File: config.mk
export PLATFORM = sky130hd
export DESIGN_NAME = flashController
export DESIGN_NICKNAME = d
export VERILOG_FILES = /design/src/source/flashPkg.sv /design/src/source/flashAddrDecode.sv /design/src/source/flashController.sv /design/src/source/flashCycleCtl.sv
export SDC_FILE = /design/constraint.sdc
export NUM_CORES = 1
export LEC_CHECK = 0
export BUFFER_PORTS_ARGS = -buffer_cell sky130_fd_sc_hd__clkbuf_2
export CAP_MARGIN = 20
export CORE_MARGIN = 1
export CORE_UTILIZATION = 41
export CTS_CLUSTER_DIAMETER = 50
export CTS_CLUSTER_SIZE = 20
export DETAILED_ROUTE_END_ITERATION = 7
export GPL_ROUTABILITY_DRIVEN = 0
export PLACE_DENSITY_LB_ADDON = 0.1
export SETUP_SLACK_MARGIN = 0.15
export SYNTH_ARGS = -nofsm -noshare
export SYNTH_HDL_FRONTEND = slang
export SYNTH_SLANG_ARGS = --single-unit
File: constraint.sdc
create_clock -name CLK40 -period 1.8 [get_ports CLK40]
set_clock_uncertainty 0.15 [all_clocks]
set_input_delay 0.18 -clock CLK40 [delete_from_list [all_inputs] [get_ports CLK40]]
set_output_delay 0.18 -clock CLK40 [all_outputs]
set_load 0.01 [all_outputs]
File: src/source/flashPkg.sv
// Flash controller shared definitions
// Bus word address layout, flash window constants and field widths

package flashPkg;

    localparam int regionBits = 4;  // Window select width
    localparam int offsetBits = 19; // Flash word offset width
    localparam int addrBits   = regionBits + offsetBits; // A[23:1]

    // Region code of the flash window unless the top level overrides it
    localparam logic [regionBits-1:0] flashRegionDefault = 4'hF;

    // Flash address pin vector
    typedef logic [offsetBits-1:0] flashOffsetT;

    // Word address split into window select and flash offset
    typedef struct packed {
        logic [regionBits-1:0] regionSel;   // Upper bits, picks the region
        flashOffsetT           flashOffset; // Lower bits, word inside flash
    } busAddrFieldsT;

    // Same 23-bit word address seen whole or split
    typedef union packed {
        logic [addrBits-1:0] raw;    // Whole A[23:1]
        busAddrFieldsT       fields; // Region and offset view
    } busAddrT;

endpackage
File: src/source/flashAddrDecode.sv
`timescale 1ns/1ns
// Flash address decoder
// Samples each bus start, checks the region field against the flash window
// and latches the word offset onto the flash address pins.
// Starts that land while a flash cycle is still running are dropped here.

module flashAddrDecode #(
    parameter logic [flashPkg::regionBits-1:0] flashRegion = flashPkg::flashRegionDefault
) (
    input  logic                  CLK40,
    input  logic                  RESETn,
    input  logic                  tsN,        // Transfer start, low active
    input  logic                  rnW,        // High for read
    input  flashPkg::busAddrT     addr,       // Word address A[23:1]
    output logic                  cycleReq,   // One-cycle start strobe
    output logic                  cycleWrite, // Direction of the request
    output flashPkg::flashOffsetT flashA      // Flash word address pins
);

    // A flash cycle blocks new starts on the four edges after its own
    localparam int holdEdges = 4;

    logic [2:0] holdCnt;  // Edges left in the hold-off window
    logic       inWindow; // Region field hits flash
    logic       accept;   // Flash start taken on this edge

    assign inWindow = (addr.fields.regionSel == flashRegion);
    assign accept   = !tsN && inWindow && (holdCnt == 3'd0);

    always_ff @(posedge CLK40) begin
        if (!RESETn) begin
            cycleReq <= 1'b0;
            holdCnt  <= 3'd0;
        end else begin
            cycleReq <= accept;                 // High one cycle per taken start
            if (accept) begin
                holdCnt <= 3'(holdEdges);       // Open hold-off window
            end else if (holdCnt != 3'd0) begin
                holdCnt <= holdCnt - 3'd1;      // Count down to idle
            end
        end
    end

    // Direction and offset only move on a taken start,
    // so dropped or foreign starts leave the flash pins alone
    always_ff @(posedge CLK40) begin
        if (accept) begin
            cycleWrite <= !rnW;                     // Write when rnW low
            flashA     <= addr.fields.flashOffset;  // Offset field of the union
        end
    end

endmodule

File: src/source/flashController.sv
`timescale 1ns/1ns
// Flash controller top level
// Joins the address decoder and the cycle machine between the 68040-style
// local bus and the flash device, and passes reset on to the flash

module flashController #(
    parameter logic [flashPkg::regionBits-1:0] flashRegion = flashPkg::flashRegionDefault
) (
    input  logic                  CLK40,
    input  logic                  RESETn,
    // Bus side
    input  logic                  tsN,         // Transfer start
    input  logic                  rnW,         // Read, not write
    input  flashPkg::busAddrT     addr,        // A[23:1]
    output logic                  tack,        // Transfer acknowledge
    // Flash side
    output flashPkg::flashOffsetT flashA,      // Word address pins
    output logic                  flashEnN,    // Chip enable
    output logic                  flashReadN,  // Output enable
    output logic                  flashWriteN, // Write enable
    output logic                  flashRstN    // Flash reset
);

    logic cycleReq;   // Decoder start strobe
    logic cycleWrite; // Direction of that start

    assign flashRstN = RESETn;  // Flash resets with the board

    // Start sampling and window decode
    flashAddrDecode #(
        .flashRegion (flashRegion)
    ) u_flashAddrDecode (
        .CLK40      (CLK40),
        .RESETn     (RESETn),
        .tsN        (tsN),
        .rnW        (rnW),
        .addr       (addr),
        .cycleReq   (cycleReq),
        .cycleWrite (cycleWrite),
        .flashA     (flashA)
    );

    // Strobe and acknowledge sequencing
    flashCycleCtl u_flashCycleCtl (
        .CLK40       (CLK40),
        .RESETn      (RESETn),
        .cycleReq    (cycleReq),
        .cycleWrite  (cycleWrite),
        .tack        (tack),
        .flashEnN    (flashEnN),
        .flashReadN  (flashReadN),
        .flashWriteN (flashWriteN)
    );

endmodule

File: src/source/flashCycleCtl.sv
`timescale 1ns/1ns
// Flash cycle machine
// Five-state counter running one flash access per request with enable and
// read or write strobe, one transfer acknowledge pulse and early write release

module flashCycleCtl (
    input  logic CLK40,
    input  logic RESETn,
    input  logic cycleReq,    // Start strobe from the decoder
    input  logic cycleWrite,  // Direction, valid with cycleReq
    output logic tack,        // Transfer acknowledge to the bus
    output logic flashEnN,    // Flash chip enable
    output logic flashReadN,  // Flash output enable
    output logic flashWriteN  // Flash write enable
);

    // State codes advance one per clock once a cycle starts
    localparam logic [2:0] stIdle   = 3'd0; // Waiting for a request
    localparam logic [2:0] stAck    = 3'd1; // Raise acknowledge
    localparam logic [2:0] stWrRel  = 3'd2; // Drop acknowledge, end write strobe
    localparam logic [2:0] stEnRel  = 3'd3; // Release enable on writes
    localparam logic [2:0] stEnd    = 3'd4; // Finish reads, back to idle

    logic [2:0] state;       // Cycle counter
    logic       writeCycle;  // Direction of the running cycle

    always_ff @(posedge CLK40) begin
        if (!RESETn) begin
            state       <= stIdle;
            tack        <= 1'b0;
            flashEnN    <= 1'b1;
            flashReadN  <= 1'b1;
            flashWriteN <= 1'b1;
            writeCycle  <= 1'b0;
        end else begin
            case (state)
                stIdle: begin
                    if (cycleReq) begin
                        flashEnN    <= 1'b0;         // Select flash
                        flashReadN  <= cycleWrite;   // Read strobe with enable
                        flashWriteN <= !cycleWrite;  // Write strobe with enable
                        writeCycle  <= cycleWrite;   // Keep direction
                        state       <= stAck;
                    end
                end
                stAck: begin
                    tack  <= 1'b1;                  // Single acknowledge
                    state <= stWrRel;
                end
                stWrRel: begin
                    tack <= 1'b0;
                    if (writeCycle) begin
                        flashWriteN <= 1'b1;        // Write ends before enable
                    end
                    state <= stEnRel;
                end
                stEnRel: begin
                    if (writeCycle) begin
                        flashEnN <= 1'b1;           // Data held past strobe rise
                    end
                    state <= stEnd;
                end
                stEnd: begin
                    flashEnN    <= 1'b1;            // Read ends here
                    flashReadN  <= 1'b1;
                    flashWriteN <= 1'b1;
                    writeCycle  <= 1'b0;
                    state       <= stIdle;
                end
                default: begin
                    // Unused codes fall back to a quiet idle
                    tack        <= 1'b0;
                    flashEnN    <= 1'b1;
                    flashReadN  <= 1'b1;
                    flashWriteN <= 1'b1;
                    state       <= stIdle;
                end
            endcase
        end
    end

endmodule

-- Word-level counts from Yosys, hierarchy flattened
Cells that the tools add are included.
- memories: 0
- bits in registers: 32
- RAM bits: 0
- latch bits: 0
- output and inout bits: 24
- input bits: 27
- ROM bits: 0
- bitwise logic cells: 4
- multipliers: 0
- equal/unequal tests: 8
- add/subtract/negate cells: 1
- divide/modulo/power cells: 0
- reduce and logical (&&, ||, !) cells: 19
- shift-type cells: 0
- multiplexer cells: 13
- $lt $le $gt $ge: 0
- operators with widths (kind ; number):
    3-bit case mux with 4 select lines ; 1
    3-bit 2-to-1 mux ; 3
    3-bit by 2-bit == test with 1-bit output (second input constant) ; 2
    3-bit logical NOT ; 2
    1-bit case mux with 2 select lines ; 3
    1-bit case mux with 3 select lines ; 2
    3-bit AND reduction ; 2
    2-bit OR reduction ; 3
    3-bit OR reduction ; 2
    4-bit == test (second input constant) ; 1
    1-bit 2-to-1 mux ; 4
    2-bit by 1-bit inequality test with 1-bit output (second input constant) ; 2
    1-bit NOT ; 4
    2-bit AND reduction ; 2
    2-bit nonzero test ; 2
    3-bit by 1-bit == test with 1-bit output (second input constant) ; 1
    3-bit == test (second input constant) ; 1
    1-bit logical NOT ; 3
    3-bit nonzero test ; 1
    3-bit by 1-bit subtractor with 3-bit output (second input constant) ; 1
    1-bit logical AND ; 2
    2-bit inequality test (second input constant) ; 1

-- Longest topological paths before layout
- depth after elaboration: 4
- mapped depth: 6

-- Cells and area by module
A second synthesis with hierarchy kept.
- cells, all modules: 81
- area, all modules: 1193.6 um2
- modules (own cells, without submodules) (module ; times used ; area an instance (um2) ; cells an instance ; sequential area each (um2)):
    flashAddrDecode ; 1 ; 819.5 ; 41 ; 680.7
    flashCycleCtl ; 1 ; 366.6 ; 39 ; 160.2
    flashController ; 1 ; 7.5 ; 1 ; 0.0

-- Worst setup path after synthesis
Ideal clock, no wire load.
- path kind: register to register
- start: register u_flashAddrDecode.holdCnt[0]
- end: register u_flashAddrDecode.cycleWrite, enable pin
- period minus slack after synthesis: 1.777 ns
- path slack: 0.023 ns
- arrival: 1.287 ns
- buffers on the path: 0
- stages on the path, launching flop included: 6
- required time: 1.310 ns
- path through: dfxtp_1 -> inv_1 -> ha_1 -> nand2b_4 -> or3_4 -> inv_2
- word-level cells in the longest chain between the ends: 2
- RTL lines (item ; RTL line ; RTL):
    start: declaration ; flashAddrDecode.sv:23 ; logic [2:0] holdCnt;
    start signal: assignment ; flashAddrDecode.sv:37 ; holdCnt <= 3'(holdEdges);
    start signal: assignment ; flashAddrDecode.sv:39 ; holdCnt <= holdCnt - 3'd1;
    3-bit logical NOT ; flashAddrDecode.sv:28 ; assign accept = !tsN && inWindow && (holdCnt == 3'd0);
    1-bit logical AND ; flashAddrDecode.sv:28 ;
    net u_flashAddrDecode.accept ; flashAddrDecode.sv:25 ; logic accept;
    end signal: assignment ; flashAddrDecode.sv:48 ; cycleWrite <= !rnW;
    end: declaration ; flashAddrDecode.sv:16 ; output logic cycleWrite,
The timed path passes the listed nets, and every way through them passes these cells.
A chain may end at the register's enable or synchronous reset.

-- Worst setup path after layout
- start: register u_flashAddrDecode.holdCnt[1]
- end: register u_flashAddrDecode.flashA[9], enable pin
- word-level cells in the longest chain between the ends: 2
- RTL lines (item ; RTL line ; RTL):
    3-bit logical NOT ; flashAddrDecode.sv:28 ;
    1-bit logical AND ; flashAddrDecode.sv:28 ;
    end signal: assignment ; flashAddrDecode.sv:49 ; flashA <= addr.fields.flashOffset;
    end: declaration ; flashAddrDecode.sv:17 ; output flashPkg::flashOffsetT flashA
Every way passes these cells.

==> impl_table.tex <==
\begin{tabular}{lr}
\hline
Metric & Value \\
\hline
\multicolumn{2}{l}{\textbf{Run status}} \\
Result of the run & complete, no violations \\
\multicolumn{2}{l}{\textbf{Synth}} \\
Number of synthesis warnings & 0 \\
Top-area cell type share of the netlist area & 52.4\% \\
Count of distinct cell types in the synthesized netlist & 27 \\
Primary flip-flop cell chosen by synthesis mapping & edfxtp\_1 \\
Cell Area, Synth & roughly 1100 sq um \\
Cell count after synthesis & 80 \\
Part of the Yosys area used for sequential elements & 73.4\% \\
Cell types with the largest area share after synthesis & edfxtp\_1, dfxtp\_1, ha\_1 \\
Syn nets & 109 \\
Number of synthesized flops with an enable pin & 20 \\
Mean post-synth cell area & between 10 and 15 sq um \\
Flip-flop and latch count after synthesis & 32 \\
Most common cell in the netlist & edfxtp\_1 \\
Async SR Flop Fraction & 0\% \\
Commonest cells post-synth & edfxtp\_1, dfxtp\_1, inv\_1, nor2\_1 \\
Cell type with the highest aggregate area in the netlist & edfxtp\_1 \\
\multicolumn{2}{l}{\textbf{Clock network}} \\
H-tree depth & 2 \\
Register clock-pin slew on the reported worst setup and hold paths & around 90 ps \\
Sinks on the clock net & 32 \\
Num CTS Buffers & 5 \\
Deepest clock path buffer count & 2 \\
Source-to-sink clock delay at the later pin of the worst-skew pair & 330 ps \\
Clk Tree Root Cell & clkbuf\_4 \\
TritonCTS clock tree & yes \\
\multicolumn{2}{l}{\textbf{Final layout}} \\
Layout fillers & 200 \\
\# diodes & 0 \\
Area overhead of the layout relative to synthesis & 55.5\% \\
Share of cells above drive strength 1 & between 40 and 50\% \\
Final-stage net count & between 150 and 200 \\
Design Area, Final & 1780 sq um \\
\multicolumn{2}{l}{\textbf{Floorplanning}} \\
Height of the die & approximately 55 um \\
Placeable core region & 2570 sq um \\
Top-level I/O count & 51 \\
Overall die width & around 55 um \\
Area of the die & roughly 3000 sq um \\
Initial core utilization & 44.6\% \\
Row cnt & 18 \\
\multicolumn{2}{l}{\textbf{Power}} \\
Combinational cell fraction of total power & between 20\% and 30\% \\
Switching portion of total power & 23.9\% \\
Lkg Pwr & 0.776 nW \\
Register share of total power & 47.4\% \\
Largest vdd supply drop & about 0.85 mV \\
Clk pwr share & 28.5\% \\
P\_sw & between 0.0004 and 0.0005 W \\
Internal Pwr Total & $\sim$0.0014 W \\
Total power density per cell area & $\sim$1000 nW/um\^{}2 \\
\multicolumn{2}{l}{\textbf{Critical path}} \\
Crit end category & flip-flop \\
Data arrival, critical path & approximately 1600 ps \\
Maximum single-stage delay on the critical path & approximately 480 ps \\
Maximum fanout encountered on the critical timing path & 7 \\
Data required time of the worst path & roughly 1700 ps \\
Crit-path cells & inv\_2 -> ha\_4 -> nand2b\_4 -> or3\_4 -> inv\_4 \\
Startpoint class of the critical path & flip-flop \\
Kind of critical path & flip-flop to flip-flop \\
Critical path's slowest cell & or3\_4 \\
\multicolumn{2}{l}{\textbf{Routing}} \\
Routed wire per std cell & 13.2 um \\
Initial DRC count & 21 \\
Number of nets still failing antenna checks after routing & 0 \\
Total routed wirelength & 2560 um \\
Via count & roughly 900 \\
DRC & 0 \\
Average via count per standard cell & 4.68 \\
Initial DRT Pass Iterations & 4 \\
\multicolumn{2}{l}{\textbf{Global route}} \\
Wire length of the first global-routing pass & between 3000 and 4000 um \\
Grt ovf & 0 \\
Vias in the first global route & 779 \\
Pin count of the biggest net entering global routing & 11 \\
Antenna violations before repair & 0 \\
Global router's overall resource usage & 18.1\% \\
\multicolumn{2}{l}{\textbf{STA}} \\
Min setup slack post-route & approximately 160 ps \\
Crit share post-route & between 90\% and 100\% \\
Final Max Tran Viols & 0 \\
Clock period minus worst slack & 1640 ps \\
Highest clock rate & 609 MHz \\
Transition time at the pin with the least slew margin & around 340 ps \\
Count of endpoints failing hold in the final timing report & 0 \\
Worst slew margin & between 70\% and 80\% \\
Unrepaired setup endpoints after global routing & yes \\
Setup-violating endpoint count in the final report & 0 \\
Setup TNS Final & 0 ps \\
\multicolumn{2}{l}{\textbf{Place}} \\
Placed cell areas & around 1400 sq um \\
Total of buffers placed on input and output ports & 50 \\
Worst slack after detailed placement & 68.4 ps \\
Total half-perimeter wirelength after legalization and detailed placement & approximately 1500 um \\
\multicolumn{2}{l}{\textbf{Flow run}} \\
Maxcap violations & 0 \\
\multicolumn{2}{l}{\textbf{Hold path}} \\
Worst min-delay path class & input port to flip-flop \\
\hline
\end{tabular}
-- stage by stage --
step / utilization, % / std cells / power (W) / hold slack [ps]
final: 69.4 / 194 / 0.00180 / 16.4
after floorplan: - / 80 / 0.00104 / 129
after CTS: 68.3 / 190 / 0.00174 / 10.3
after global routing: 69.4 / 194 / 0.00189 / 8.15
after global placement: 55.5 / 157 / 0.00110 / 207
after detailed placement: 55.5 / 157 / 0.00111 / 209
-- kinds of logic after synthesis --
kind of cell	synth area share, %
adders and majority gates	2.18
muxes	0.873
AOI/OAI and AO/OA	7.31
xor gates and xnor gates	1.53
and+or+nand+nor	11.2
DFF	73.4
buffers and inverters	3.49
-- flip-flops by register name, indices dropped and copies added (netlist names) --
| register | flops |
|---|---|
| u_flashCycleCtl.state | 3 |
| u_flashAddrDecode.cycleReq | 1 |
| u_flashCycleCtl.tack | 1 |
| u_flashCycleCtl.flashReadN | 1 |
| u_flashCycleCtl.flashEnN | 1 |
| u_flashCycleCtl.flashWriteN | 1 |
| u_flashCycleCtl.writeCycle | 1 |
| u_flashAddrDecode.cycleWrite | 1 |
| u_flashAddrDecode.flashA | 19 |
| u_flashAddrDecode.holdCnt | 3 |
-- what timing repair did --
item                                    in CTS  in global routing
resized for setup                            7                  0
endpoints found under the setup margin      20                 20
hold buffers                                20                  0
buffers inserted                             3                  3
cloned                                       2                  1
pin swaps                                    2                  1
endpoints found under the hold margin       20                  0
-- area by class of cell --
class	instances	area, sq um	share of cell area, %
clock buffers	5	37.5	2.11
clock inverters	3	37.5	2.11
inverters	6	30.0	1.69
multi-input cells	39	278	15.6
flip-flops and latches	32	842	47.3
well taps	30	37.5	2.11
repair buffers	76	495	27.8
repair inverters	3	23.8	1.33
-- layout by cell type, fill, tap and decap left out, types with 2 or more instances in the layout --
master,n
clkinv_1,2
edfxtp_1,20
nor2_1,5
and3_1,3
inv_4,2
o21ai_0,2
inv_1,3
nand2_1,3
buf_4,6
o31ai_1,2
xnor2_1,2
clkbuf_4,5
nand4_1,2
dfxtp_1,11
a21oi_1,3
inv_2,2
clkbuf_2,50
inv_8,2
nand2b_1,3
dlygate4sd3_1,20
nor2b_1,2
-- worst max-delay path: cells and delay by family (launching register included) --
family / cells / cell delay (ps)
and+or+nand+nor: 2 / 530
DFF: 1 / 330
buffers and inverters: 2 / 200
adders and majority gates: 1 / 150
-- path summary, 6_finish.rpt --
kind                                              startpoint                            to  slack (ps)  cells past startpoint
worst max-delay path            u_flashAddrDecode.holdCnt[1]   u_flashAddrDecode.flashA[9]         160                      5
worst max register to register  u_flashAddrDecode.holdCnt[1]   u_flashAddrDecode.flashA[9]         160                      5
worst min register to register    u_flashCycleCtl.flashReadN    u_flashCycleCtl.flashReadN         340                      1
worst min-delay path                                  RESETn  u_flashAddrDecode.holdCnt[1]          20                      2
-- per-layer routing --
| metal | part of all wire [%] | vias up | GRT usage (%) |
|---|---|---|---|
| li1 | - | 453 | - |
| met1 | 38 | 401 | 18.5 |
| met2 | 53 | 48 | 30.1 |
| met3 | 6.8 | 5 | 5.83 |
| met4 | 2.2 | 0 | 14.1 |
| met5 | 0 | - | 0 |
-- power by group through the flow --
stage,Combinational [W],Sequential [W],Clock [W]
final,0.000433,0.000852,0.000514
after global routing,0.000475,0.000858,0.000557
after CTS,0.000368,0.000850,0.000525
after detailed placement,0.000249,0.000862,0
after global placement,0.000237,0.000860,0
after floorplan,0.000178,0.000862,0
Note: power is estimated with default switching activity, not from simulation.
